[src/FetchPkg.sv]
package FetchPkg;

    // address and PC width
    localparam int XLEN = 32;

    localparam int INSTR_W = 32;

    // one fetch bundle carries two instruction slots
    localparam int BUNDLE_W = 2 * INSTR_W;

    localparam int BRANCH_ID_W = 6;

    // slot holds no predicted branch
    localparam logic [BRANCH_ID_W-1:0] NO_BRANCH_ID = 6'd63;

    // first fetch address after reset
    localparam logic [XLEN-1:0] RESET_PC = 32'h0000_0000;

endpackage

[src/InstrMemory.sv]
`timescale 1ns/10ps

module InstrMemory #(
    parameter int MEM_WORDS = 64
) (
    input  logic                            clk,
    input  logic                            en,
    input  logic [FetchPkg::XLEN-1:0]       rdAddr,
    input  logic                            ldWrite,
    input  logic [$clog2(MEM_WORDS)-1:0]    ldAddr,
    input  logic [FetchPkg::BUNDLE_W-1:0]   ldData,
    output logic [FetchPkg::BUNDLE_W-1:0]   bundle
);
    import FetchPkg::*;

    localparam int AW = $clog2(MEM_WORDS);

    logic [BUNDLE_W-1:0] mem [MEM_WORDS];
    logic [AW-1:0]       rdIdx;

    // byte address down to a bundle index
    assign rdIdx = rdAddr[3 +: AW];

    always_ff @(posedge clk) begin
        if (ldWrite) begin
            mem[ldAddr] <= ldData;
        end
    end

    // holds the last bundle while the output stage stalls
    always_ff @(posedge clk) begin
        if (en) begin
            bundle <= mem[rdIdx];
        end
    end

endmodule

[config.mk]
export PLATFORM = sky130hd
export DESIGN_NAME = InstrMemory
export DESIGN_NICKNAME = d
export VERILOG_FILES = /design/src/FetchPkg.sv /design/src/InstrMemory.sv
export SDC_FILE = /design/constraint.sdc
export NUM_CORES = 2
export LEC_CHECK = 0
export BUFFER_PORTS_ARGS = -buffer_cell sky130_fd_sc_hd__buf_4
export CAP_MARGIN = 20
export CORE_UTILIZATION = 57
export DETAILED_ROUTE_END_ITERATION = 16
export GPL_ROUTABILITY_DRIVEN = 0
export PLACE_DENSITY = 0.74
export SLEW_MARGIN = 20
export SYNTH_ARGS = -nofsm -noshare
export SYNTH_HDL_FRONTEND = slang
export SYNTH_SLANG_ARGS = --single-unit
[constraint.sdc]
create_clock -name clk -period 18.1 [get_ports clk]
set_input_delay 3.62 -clock clk [delete_from_list [all_inputs] [get_ports clk]]
set_output_delay 3.62 -clock clk [all_outputs]
set_load 0.02 [all_outputs]
==> metrics.md <==
| Metric | Value |
|---|---|
| ANT nets after route | `0` |
| Psw | `4.14 mW` |
| Number of max-cap violations | `0` |
| Sequential share of power | `53.9%` |
| Share of total power in combinational logic | `4.5%` |
| Status | `complete, no violations` |
| CTS buffer count | `401` |
| Register area share after synthesis | `79.6%` |
| Crit Path Category | `input port to register` |
| Worst Skew | `0.0746 ns` |
| Die Wd | `527 um` |
| Main synth FF type | `edfxtp_1` |
| Die area | `0.278 mm^2` |
| 1st-iter DRT viols | `11,000` |
| CTS Hold Bufs | `0` |
| Clock power frac | `41.5%` |
| Total chip power | `19.9 mW` |
| Unrepaired setup endpoints after global routing | `false` |
| R2r startpoint | `mem[53][6]` |
| Largest net degree at the start of global routing | `133` |
| DRC errors left | `0` |
| Max incr delay on CP | `0.87 ns` |
| Effective utilization at floorplan | `57.3%` |
| Worst Tran Pin Value | `1.23 ns` |
| Synthesized flop and latch total | `4,160` |
| Post-synth top cells | `4,160 x edfxtp_1, 1,024 x mux4_2, 170 x buf_2` |
| R2r setup slk | `15.54 ns` |
| Via count | `75,700` |
| Layout cell share with drive strength beyond 1 | `27.7%` |
| Worst vdd ir | `107 uV` |
| Worst R2R Path Depth | `5` |
| Leak Pwr | `54.7 nW` |
| Clock-pin slew on the worst setup and hold paths | `0.06 ns` |
| Setup TNS | `0 ns` |
| HP Class | `register to register` |
| Cell seen most often among critical-path stages | `buf_4` |
| CP endpoint kind | `register` |
| Top cell type's share of synthesized area | `79.6%` |
| Die height | `527 um` |
| CTS resizes | `0` |
| Crit path max fanout | `95` |
| Power Internal | `15.7 mW` |
| Main area contributors after synthesis | `edfxtp_1 80%, mux4_2 15%, mux2i_1 0.86%, a22oi_1 0.80%, buf_2 0.54%` |
| YS warnings | `0` |
| Period utilization | `43.5%` |
| Drt wl/cell | `36.7 um` |
| Setup crit start | `rdAddr[3]` |
| Cell chain of the critical path | `buf_16 > buf_4 > buf_4 > buf_4 > mux4_2 > mux2i_1 > o22ai_1 > a31oi_1 > a211oi_2` |
| Vias in the first global route | `76,400` |
| Critical path arrival | `8.43 ns` |
| First-pass GRT wire length | `565,000 um` |
| Worst setup SP type | `input port` |
| Sink Count | `4,160` |
| # setup viols final | `0` |
| Initial antenna violation count | `20` |
| H-tree depth | `5` |
| Cell area after synthesis | `0.157 mm^2` |
| Port Buf Inserts | `142` |
| Worst setup endpoint | `bundle[6]` |
| CTS max path bufs | `4` |
| Cell with the most instances after synthesis | `edfxtp_1` |
| Clk Latency, worst-skew pair | `0.96 ns` |
| Syn-to-layout area delta | `12.0%` |
| NumNets Final | `7,058` |
| Slowest-stage cell, CP | `a211oi_2` |
| Max Fclk | `0.127 GHz` |
| Largest delay contributor family on the critical path | `buffers and inverters` |
| Critical Path RT | `18.67 ns` |
| FP Rows | `192` |
| Mean post-synth cell area | `23.8 um^2` |
| Final WL | `399,000 um` |
| Vias per cell | `6.95` |
| Dominant cell type by area after synthesis | `edfxtp_1` |
| Power per Cell Area | `113 mW/mm^2` |
| Distinct cells, synth | `32` |
| RR Endpoint | `bundle[6]` |
| CP Depth | `9` |
| Mapped Nets | `6,703` |
| Final Hold Viols | `0` |
| Clk root buf | `clkbuf_16` |
| Detailed Place HPWL | `206,000 um` |
| Final-report max-slew violation count | `0` |
| Core Footprint | `0.274 mm^2` |
| Slew HR | `17.7%` |
| Sw Ratio | `20.8%` |
| CTS tree | `yes` |
| # Post-CTS Setup Buffers | `0` |
| Fillers | `17,000` |
| Worst path bufs/invs | `4` |
| First drt pass iteration count | `6` |
| Total congestion overflow | `0` |
| Number of synthesized flops with an enable pin | `4,160` |
| Ports | `169` |
| Final Critical Period | `7.87 ns` |
| Mapped Cells | `6,598` |
| GRT Overall Usage | `29.0%` |
| Post-synth ARST share | `0%` |
==> worst min-delay path by stage <==
| stage | from | depth (start not counted) | endpoint |
|---|---|---|---|
| after floorplan | mem[30][61] | 4 | bundle[61] |
| after global placement | mem[46][44] | 4 | bundle[44] |
| after detailed placement | mem[39][44] | 4 | bundle[44] |
| after CTS | mem[45][50] | 4 | bundle[50] |
| after global routing | mem[46][46] | 4 | bundle[46] |
| final | mem[63][50] | 4 | bundle[50] |
==> per-stage QoR <==
step | worst slack, ns | hold slack, ns | instance area [um^2] | util, % | cells
after floorplan | 9.04 | 0.865 | 157000 | - | 6598
after global routing | 9.93 | 0.985 | 176000 | 64.2 | 10900
final | 10.23 | 0.952 | 176000 | 64.2 | 10900
after global placement | 9.34 | 0.916 | 163000 | 59.4 | 10100
after CTS | 10.19 | 0.968 | 176000 | 64.2 | 10900
after detailed placement | 9.30 | 0.945 | 163000 | 59.4 | 10100
==> layer usage <==
layer	global-route usage [%]	vias up	share of wire [%]	wire, um
li1	-	29300	-	-
met1	40.5	40300	36	143000
met2	45.3	5195	48	190000
met3	5.86	907	12	47000
met4	12.1	12	4.6	18400
met5	0	-	0.019	76
==> layout by cell type, fill, tap and decap left out, types with 11 or more instances in the layout <==
cell / Yosys / routed
mux2i_1: 135 / 135
bufinv_16: 0 / 41
nor2_1: 112 / 47
clkbuf_16: 0 / 407
and3_1: 64 / 64
buf_4: 34 / 305
a22oi_1: 168 / 168
o221ai_1: 38 / 38
a41oi_1: 26 / 26
a31oi_1: 18 / 18
inv_1: 19 / 19
nor2b_1: 28 / 24
o22ai_1: 83 / 83
edfxtp_1: 4160 / 4160
clkbuf_1: 140 / 83
clkinv_2: 0 / 80
a211oi_1: 63 / 60
or2_2: 28 / 28
diode_2: 0 / 15
nand3_1: 45 / 45
nand2_1: 58 / 56
clkinvlp_4: 0 / 11
nor2_4: 0 / 65
a22o_1: 88 / 88
a2bb2oi_1: 19 / 19
or3_1: 29 / 29
clkinv_1: 0 / 92
mux4_2: 1024 / 1024
==> power groups by stage <==
stage               sequential, mW  clock [mW]  combinational [mW]
CTS                           10.7        8.32               0.899
global route                  10.7        8.68               0.942
global placement              10.9           0               0.871
finish                        10.7        8.25               0.898
detailed placement            10.9           0               0.893
floorplan                     10.9           0               0.497
==> state kept, by name, indices dropped and copies added, names as in the netlist <==
signal and flops:
mem 4096, bundle 64
==> kinds of logic after synthesis <==
kind of cell / share of synthesized area [%]
AO/OA/AOI/OAI: 2.47
buffers and inverters: 1.18
flip-flops: 79.6
multiplexers: 15.6
AND/OR/NAND/NOR: 1.23
==> worst register-to-register path, stage by stage (launching register included) <==
cell and delay [ns]:
edfxtp_1 0.32, mux4_2 0.22, mux2i_1 0.09, o22ai_1 0.53, a31oi_1 0.16, a211oi_2 0.87
==> layout make-up <==
cell class	count	area, um^2	area share [%]
well taps	3589	4490	2.55
flip-flops and latches	4160	125000	71.1
diodes	15	37.5	0.0214
inverters	19	71.3	0.0406
clock buffers	490	10500	5.97
multi-input cells	2049	30800	17.5
clock inverters	242	2400	1.36
repair buffers	322	2590	1.47
(Power assumes the default switching activity.)
