## src/FetchPkg.sv

```systemverilog
package FetchPkg;

    // address and PC width
    localparam int XLEN = 32;

    localparam int INSTR_W = 32;

    // one fetch bundle carries two instruction slots
    localparam int BUNDLE_W = 2 * INSTR_W;

    localparam int BRANCH_ID_W = 6;

    // slot holds no predicted branch
    localparam logic [BRANCH_ID_W-1:0] NO_BRANCH_ID = 6'd63;

    // first fetch address after reset
    localparam logic [XLEN-1:0] RESET_PC = 32'h0000_0000;

endpackage

```

## src/BranchTargetBuffer.sv

```systemverilog
`timescale 1ns/10ps

module BranchTargetBuffer #(
    parameter int NUM_BTB_ENTRIES = 16
) (
    input  logic                                clk,
    input  logic                                rst,
    input  logic [FetchPkg::XLEN-1:0]           lookupPc,
    input  logic                                updWrite,
    input  logic [FetchPkg::XLEN-1:0]           updPc,
    input  logic [FetchPkg::XLEN-1:0]           updDst,
    input  logic                                updIsJump,
    input  logic                                updTaken,
    output logic                                branchFound,
    output logic                                branchTaken,
    output logic                                isJump,
    output logic [FetchPkg::XLEN-1:0]           branchSrc,
    output logic [FetchPkg::XLEN-1:0]           branchDst,
    output logic [FetchPkg::BRANCH_ID_W-1:0]    branchId,
    output logic                                multipleBranches
);
    import FetchPkg::*;

    localparam int IDX_W = (NUM_BTB_ENTRIES > 1) ? $clog2(NUM_BTB_ENTRIES) : 1;
    localparam int TAG_W = XLEN - 3 - IDX_W;

    logic [TAG_W-1:0] entTag [NUM_BTB_ENTRIES];
    logic [1:0]       entValid [NUM_BTB_ENTRIES];
    logic [XLEN-1:0]  entDst [NUM_BTB_ENTRIES][2];
    logic [1:0]       entJump [NUM_BTB_ENTRIES];
    logic [1:0]       entTaken [NUM_BTB_ENTRIES];

    logic [IDX_W-1:0] lkIdx;
    logic [TAG_W-1:0] lkTag;
    logic             lkHit;
    logic             slot0Hit;
    logic             slot1Hit;
    logic             sel;
    logic [IDX_W-1:0] updIdx;
    logic [TAG_W-1:0] updTag;
    logic             updSlot;
    logic             updOk;
    logic             updSameTag;

    // lookup
    assign lkIdx = lookupPc[3 +: IDX_W];
    assign lkTag = lookupPc[XLEN-1 -: TAG_W];
    assign lkHit = (int'(lkIdx) < NUM_BTB_ENTRIES) && (entTag[lkIdx] == lkTag);
    // slot 0 only counts when fetch enters at the lower half
    assign slot0Hit = lkHit && entValid[lkIdx][0] && !lookupPc[2];
    assign slot1Hit = lkHit && entValid[lkIdx][1];
    assign sel = !slot0Hit;

    assign branchFound = slot0Hit || slot1Hit;
    assign branchTaken = entTaken[lkIdx][sel];
    assign isJump = entJump[lkIdx][sel];
    assign branchSrc = {lookupPc[XLEN-1:3], sel, 2'b00};
    assign branchDst = entDst[lkIdx][sel];
    assign branchId = BRANCH_ID_W'({lkIdx, sel});
    assign multipleBranches = slot0Hit && !entTaken[lkIdx][0] && slot1Hit;

    // update
    assign updIdx = updPc[3 +: IDX_W];
    assign updTag = updPc[XLEN-1 -: TAG_W];
    assign updSlot = updPc[2];
    assign updOk = updWrite && (int'(updIdx) < NUM_BTB_ENTRIES);
    assign updSameTag = (entTag[updIdx] == updTag);

    always_ff @(posedge clk) begin
        if (rst) begin
            for (int e = 0; e < NUM_BTB_ENTRIES; e++) begin
                entValid[e] <= 2'b00;
            end
        end else if (updOk) begin
            // new bundle replaces the line, old slots go
            entValid[updIdx] <= (updSameTag ? entValid[updIdx] : 2'b00) | (2'b01 << updSlot);
        end
    end

    always_ff @(posedge clk) begin
        if (updOk) begin
            entTag[updIdx] <= updTag;
            entDst[updIdx][updSlot] <= updDst;
            entJump[updIdx][updSlot] <= updIsJump;
            // jumps always stored as taken
            entTaken[updIdx][updSlot] <= updTaken || updIsJump;
        end
    end

endmodule

```

## config.mk

```make
export PLATFORM = sky130hd
export DESIGN_NAME = BranchTargetBuffer
export DESIGN_NICKNAME = d
export VERILOG_FILES = /design/src/FetchPkg.sv /design/src/BranchTargetBuffer.sv
export SDC_FILE = /design/constraint.sdc
export NUM_CORES = 1
export LEC_CHECK = 0
export BUFFER_PORTS_ARGS = -buffer_cell sky130_fd_sc_hd__clkbuf_2
export CAP_MARGIN = 10
export CORE_MARGIN = 2
export CORE_UTILIZATION = 24
export CTS_BUF_LIST = sky130_fd_sc_hd__clkbuf_16
export CTS_CLUSTER_DIAMETER = 80
export DETAILED_ROUTE_END_ITERATION = 10
export SYNTH_ARGS = -nofsm -noshare
export SYNTH_HDL_FRONTEND = slang
export SYNTH_SLANG_ARGS = --single-unit
```

## constraint.sdc

```tcl
create_clock -name clk -period 13.41 [get_ports clk]
set_clock_uncertainty 0.15 [all_clocks]
set_input_delay 2.682 -clock clk [delete_from_list [all_inputs] [get_ports clk]]
set_output_delay 2.682 -clock clk [all_outputs]
set_load 0.02 [all_outputs]
```

==> results.yml <==
outcome:
  status: "completed"
final_layout:
  final_common_cell: "edfxtp_1"
  nets: 3098
  register_area_sq_um: 45600
  multiInputGateArea_sq_um: 16400
  syn2layout_area_growth_pct: 15.2
  drive_gt1_frac: 0.351
  layout.cells.non_filler: 6609
  final_cell_mix: "edfxtp_1 (1520), mux4_2 (517), clkbuf_2 (160), clkbuf_16 (142), mux2i_1 (128)"
  fillers: 25666
sta:
  maxSlewHeadroom: 0.137
  slew_viol_final: 0
  fmax_ghz: 0.0962
  fin_hold_ws_ns: 1.12
  worst_slack_ns: 3.01
  worst_pin_slew_ns: 1.29
  rsz0062_at_grt: "false"
  tns_ns: 0
  finalHoldViolations: 0
  min_period_over_period: 0.775
  setup_violations: 0
  fin_crit_ns: 10.40
synth:
  yosys_warnings: 0
  synth_edf_count: 1520
  syn_area_sq_um: 62900
  ys_ff_latch: 1520
  synthMuxAreaShare: 0.220
  seq_area_frac_synth: 0.726
  synth_xor_area_frac: 0.00891
  synth_flop_cell: "edfxtp_1"
  syn_inst: 2814
  synth_async_sr_flop_share: 0
  synth-simple-area-share: 0.0169
  avgSynthCellArea_sq_um: 22.4
  synth_adder_area_share: 0
  synth_compound_area_frac: 0.0110
  synth_cell_type_count: 49
  synth_top_family_by_area: "multiplexers"
global_route:
  antenna_found_initial: 28
  grt-ovfl-total: 0
  use_met1: 0.172
  grt_max_degree: 140
  grt_util_met3: 0.0234
  grtUsageTotal: 0.121
  grt_pass1_wl_microns: 232000
  grt_pass1_vias: 31430
  use_met2: 0.191
  top_usage_layer: "met2"
routing:
  first_pass_iters: 5
  wl_microns: 164000
  drc: 0
  routedWlPerCell_microns: 24.8
  ant_nets: 0
  num_vias: 30427
  vias_per_cell: 4.60
  drt_iter0_markers: 3728
setup_path:
  crit_type: "in2out"
  r2r_setup_slack_ns: 9.57
  crit_fanout: 63
  r2r-start: "entTag[7][15]"
  cp.required_ns: 10.58
  reg2reg_to: "entValid[8][0]"
  cp-end-kind: "output pin"
  cp-start-kind: "input port"
  cp.arrival_ns: 7.56
  reg2reg_depth: 8
power:
  p_switching_mw: 2.25
  p_seq_frac: 0.536
  power_mw: 9.94
  combPwrFrac: 0.068
  ir_drop_uv: 121
  swShare: 0.227
  power_density_nw_per_um2: 137
  pwr-share-clk: 0.397
  power.internal_mw: 7.68
  p_leak_nw: 22.4
floorplanning:
  initial_utilization: 0.242
  rows: 187
  core_area_sq_um: 260000
  die_h_microns: 516
  fp.dieW_microns: 516
  io_pins: 175
  dieArea_sq_um: 266000
cts:
  cts_resized: 0
  cts_sinks: 1520
  cts_buffers: 142
  cts_tree: "built"
  cts_max_path_buffers: 3
  holdBufCountCts: 0
  clkTransAtPathRegs_ns: 0.06
  worst_skew_pair.late_latency_ns: 0.78
  clock-root-buffer: "clkbuf_16"
  h-tree-depth: 4
  cts_setup_buffers: 0
placement:
  place_inst: 6349
  post-dp-hpwl_microns: 83800
  gp_congestion: 0.771
  post-place-ws_ns: 2.87
  place.port_buffers: 167
min_path:
  hold_end: "entValid[13][1]"
  min_from: "entValid[10][1]"
  min_path_type: "reg2reg"
  hold_depth: 5
job:
  maxCapViolations: 0
## power groups by stage
| stage | registers (mW) | clock network (mW) | logic [mW] |
|---|---|---|---|
| final | 5.32 | 3.94 | 0.675 |
| after global routing | 5.33 | 4.21 | 0.719 |
| after CTS | 5.32 | 4.03 | 0.685 |
| after detailed placement | 5.43 | 0 | 0.684 |
| after global placement | 5.42 | 0 | 0.677 |
| after floorplan | 5.42 | 0 | 0.438 |
## how the worst max path moves through the flow
stage,startpoint,end,slack [ns]
after floorplan,lookupPc[5],multipleBranches,4.99
after global placement,lookupPc[4],multipleBranches,2.91
after detailed placement,lookupPc[4],multipleBranches,2.87
after CTS,lookupPc[4],multipleBranches,2.87
after global routing,lookupPc[3],branchDst[22],2.82
final,lookupPc[4],branchDst[1],3.01
## layout make-up
| type | instances | share of cell area |
|---|---|---|
| sequential | 1520 | 0.630 |
| tap | 3496 | 0.0603 |
| antenna | 4 | 0.000138 |
| timing repair buffer | 241 | 0.0203 |
| inverter | 8 | 0.000483 |
| clock inverter | 114 | 0.0132 |
| clock buffer | 142 | 0.0490 |
| multi-input combinational | 1084 | 0.227 |
## registers in the layout (all words and copies together) (netlist names)
name,count
entDst,1024
entJump,32
entTag,400
entTaken,32
entValid,32
## synth_stat cells, types with 6 or more instances
cell type / number / share of area
o22ai_1: 16 / 0.0016
a22o_1: 7 / 0.00097
mux2i_1: 128 / 0.020
nor2b_1: 15 / 0.0015
clkbuf_1: 71 / 0.0042
buf_4: 51 / 0.0061
nand2_1: 34 / 0.0020
nor3_1: 28 / 0.0022
nor4_1: 6 / 0.00060
mux2_2: 41 / 0.0073
a21oi_1: 9 / 0.00072
edfxtp_1: 1520 / 0.73
or2_2: 15 / 0.0015
inv_1: 7 / 0.00042
xnor2_1: 35 / 0.0049
mux4_2: 517 / 0.19
nor2_1: 68 / 0.0041
nand4_1: 11 / 0.0011
a211oi_1: 8 / 0.00095
xor2_1: 29 / 0.0040
a22oi_1: 6 / 0.00072
buf_6: 7 / 0.0013
a221oi_1: 19 / 0.0026
mux2_4: 30 / 0.0072
buf_1: 29 / 0.0017
nand2b_1: 14 / 0.0014
buf_2: 46 / 0.0037
## cell families (layout without fill, tap and decap cells)
family                 after synthesis  count (layout)
flip-flops                        1520            1520
multiplexers                       716             716
AND/OR/NAND/NOR                    212             212
buffers and inverters              212             505
AO/OA/AOI/OAI                       89              89
XOR/XNOR                            64              64
other                                1               7
## worst max-delay path: stages
cell	delay (ns)
buf_8	0.26
nand2_1	0.73
o22ai_1	0.19
a221oi_1	0.52
mux2_2	0.41
a2111oi_0	0.38
nand4_1	0.21
nor4_4	0.28
buf_4	0.66
buf_4	0.45
mux2_4	0.34
clkbuf_2	0.22
## per-layer routing
metal  vias up  wire length [microns]  share of wire
li1      12366                      -              -
met1     16569                  71700           0.44
met2      1237                  76400           0.47
met3       235                  12800          0.078
met4        20                   3140          0.019
met5         -                    132        0.00080
## stage by stage
stage               instance area, sq um   util
floorplan                          62900      -
CTS                                72500  0.279
detailed placement                 68000  0.261
finish                             72500  0.279
global placement                   68000  0.261
global route                       72500  0.279
Note: power is estimated with default switching activity, not from simulation.
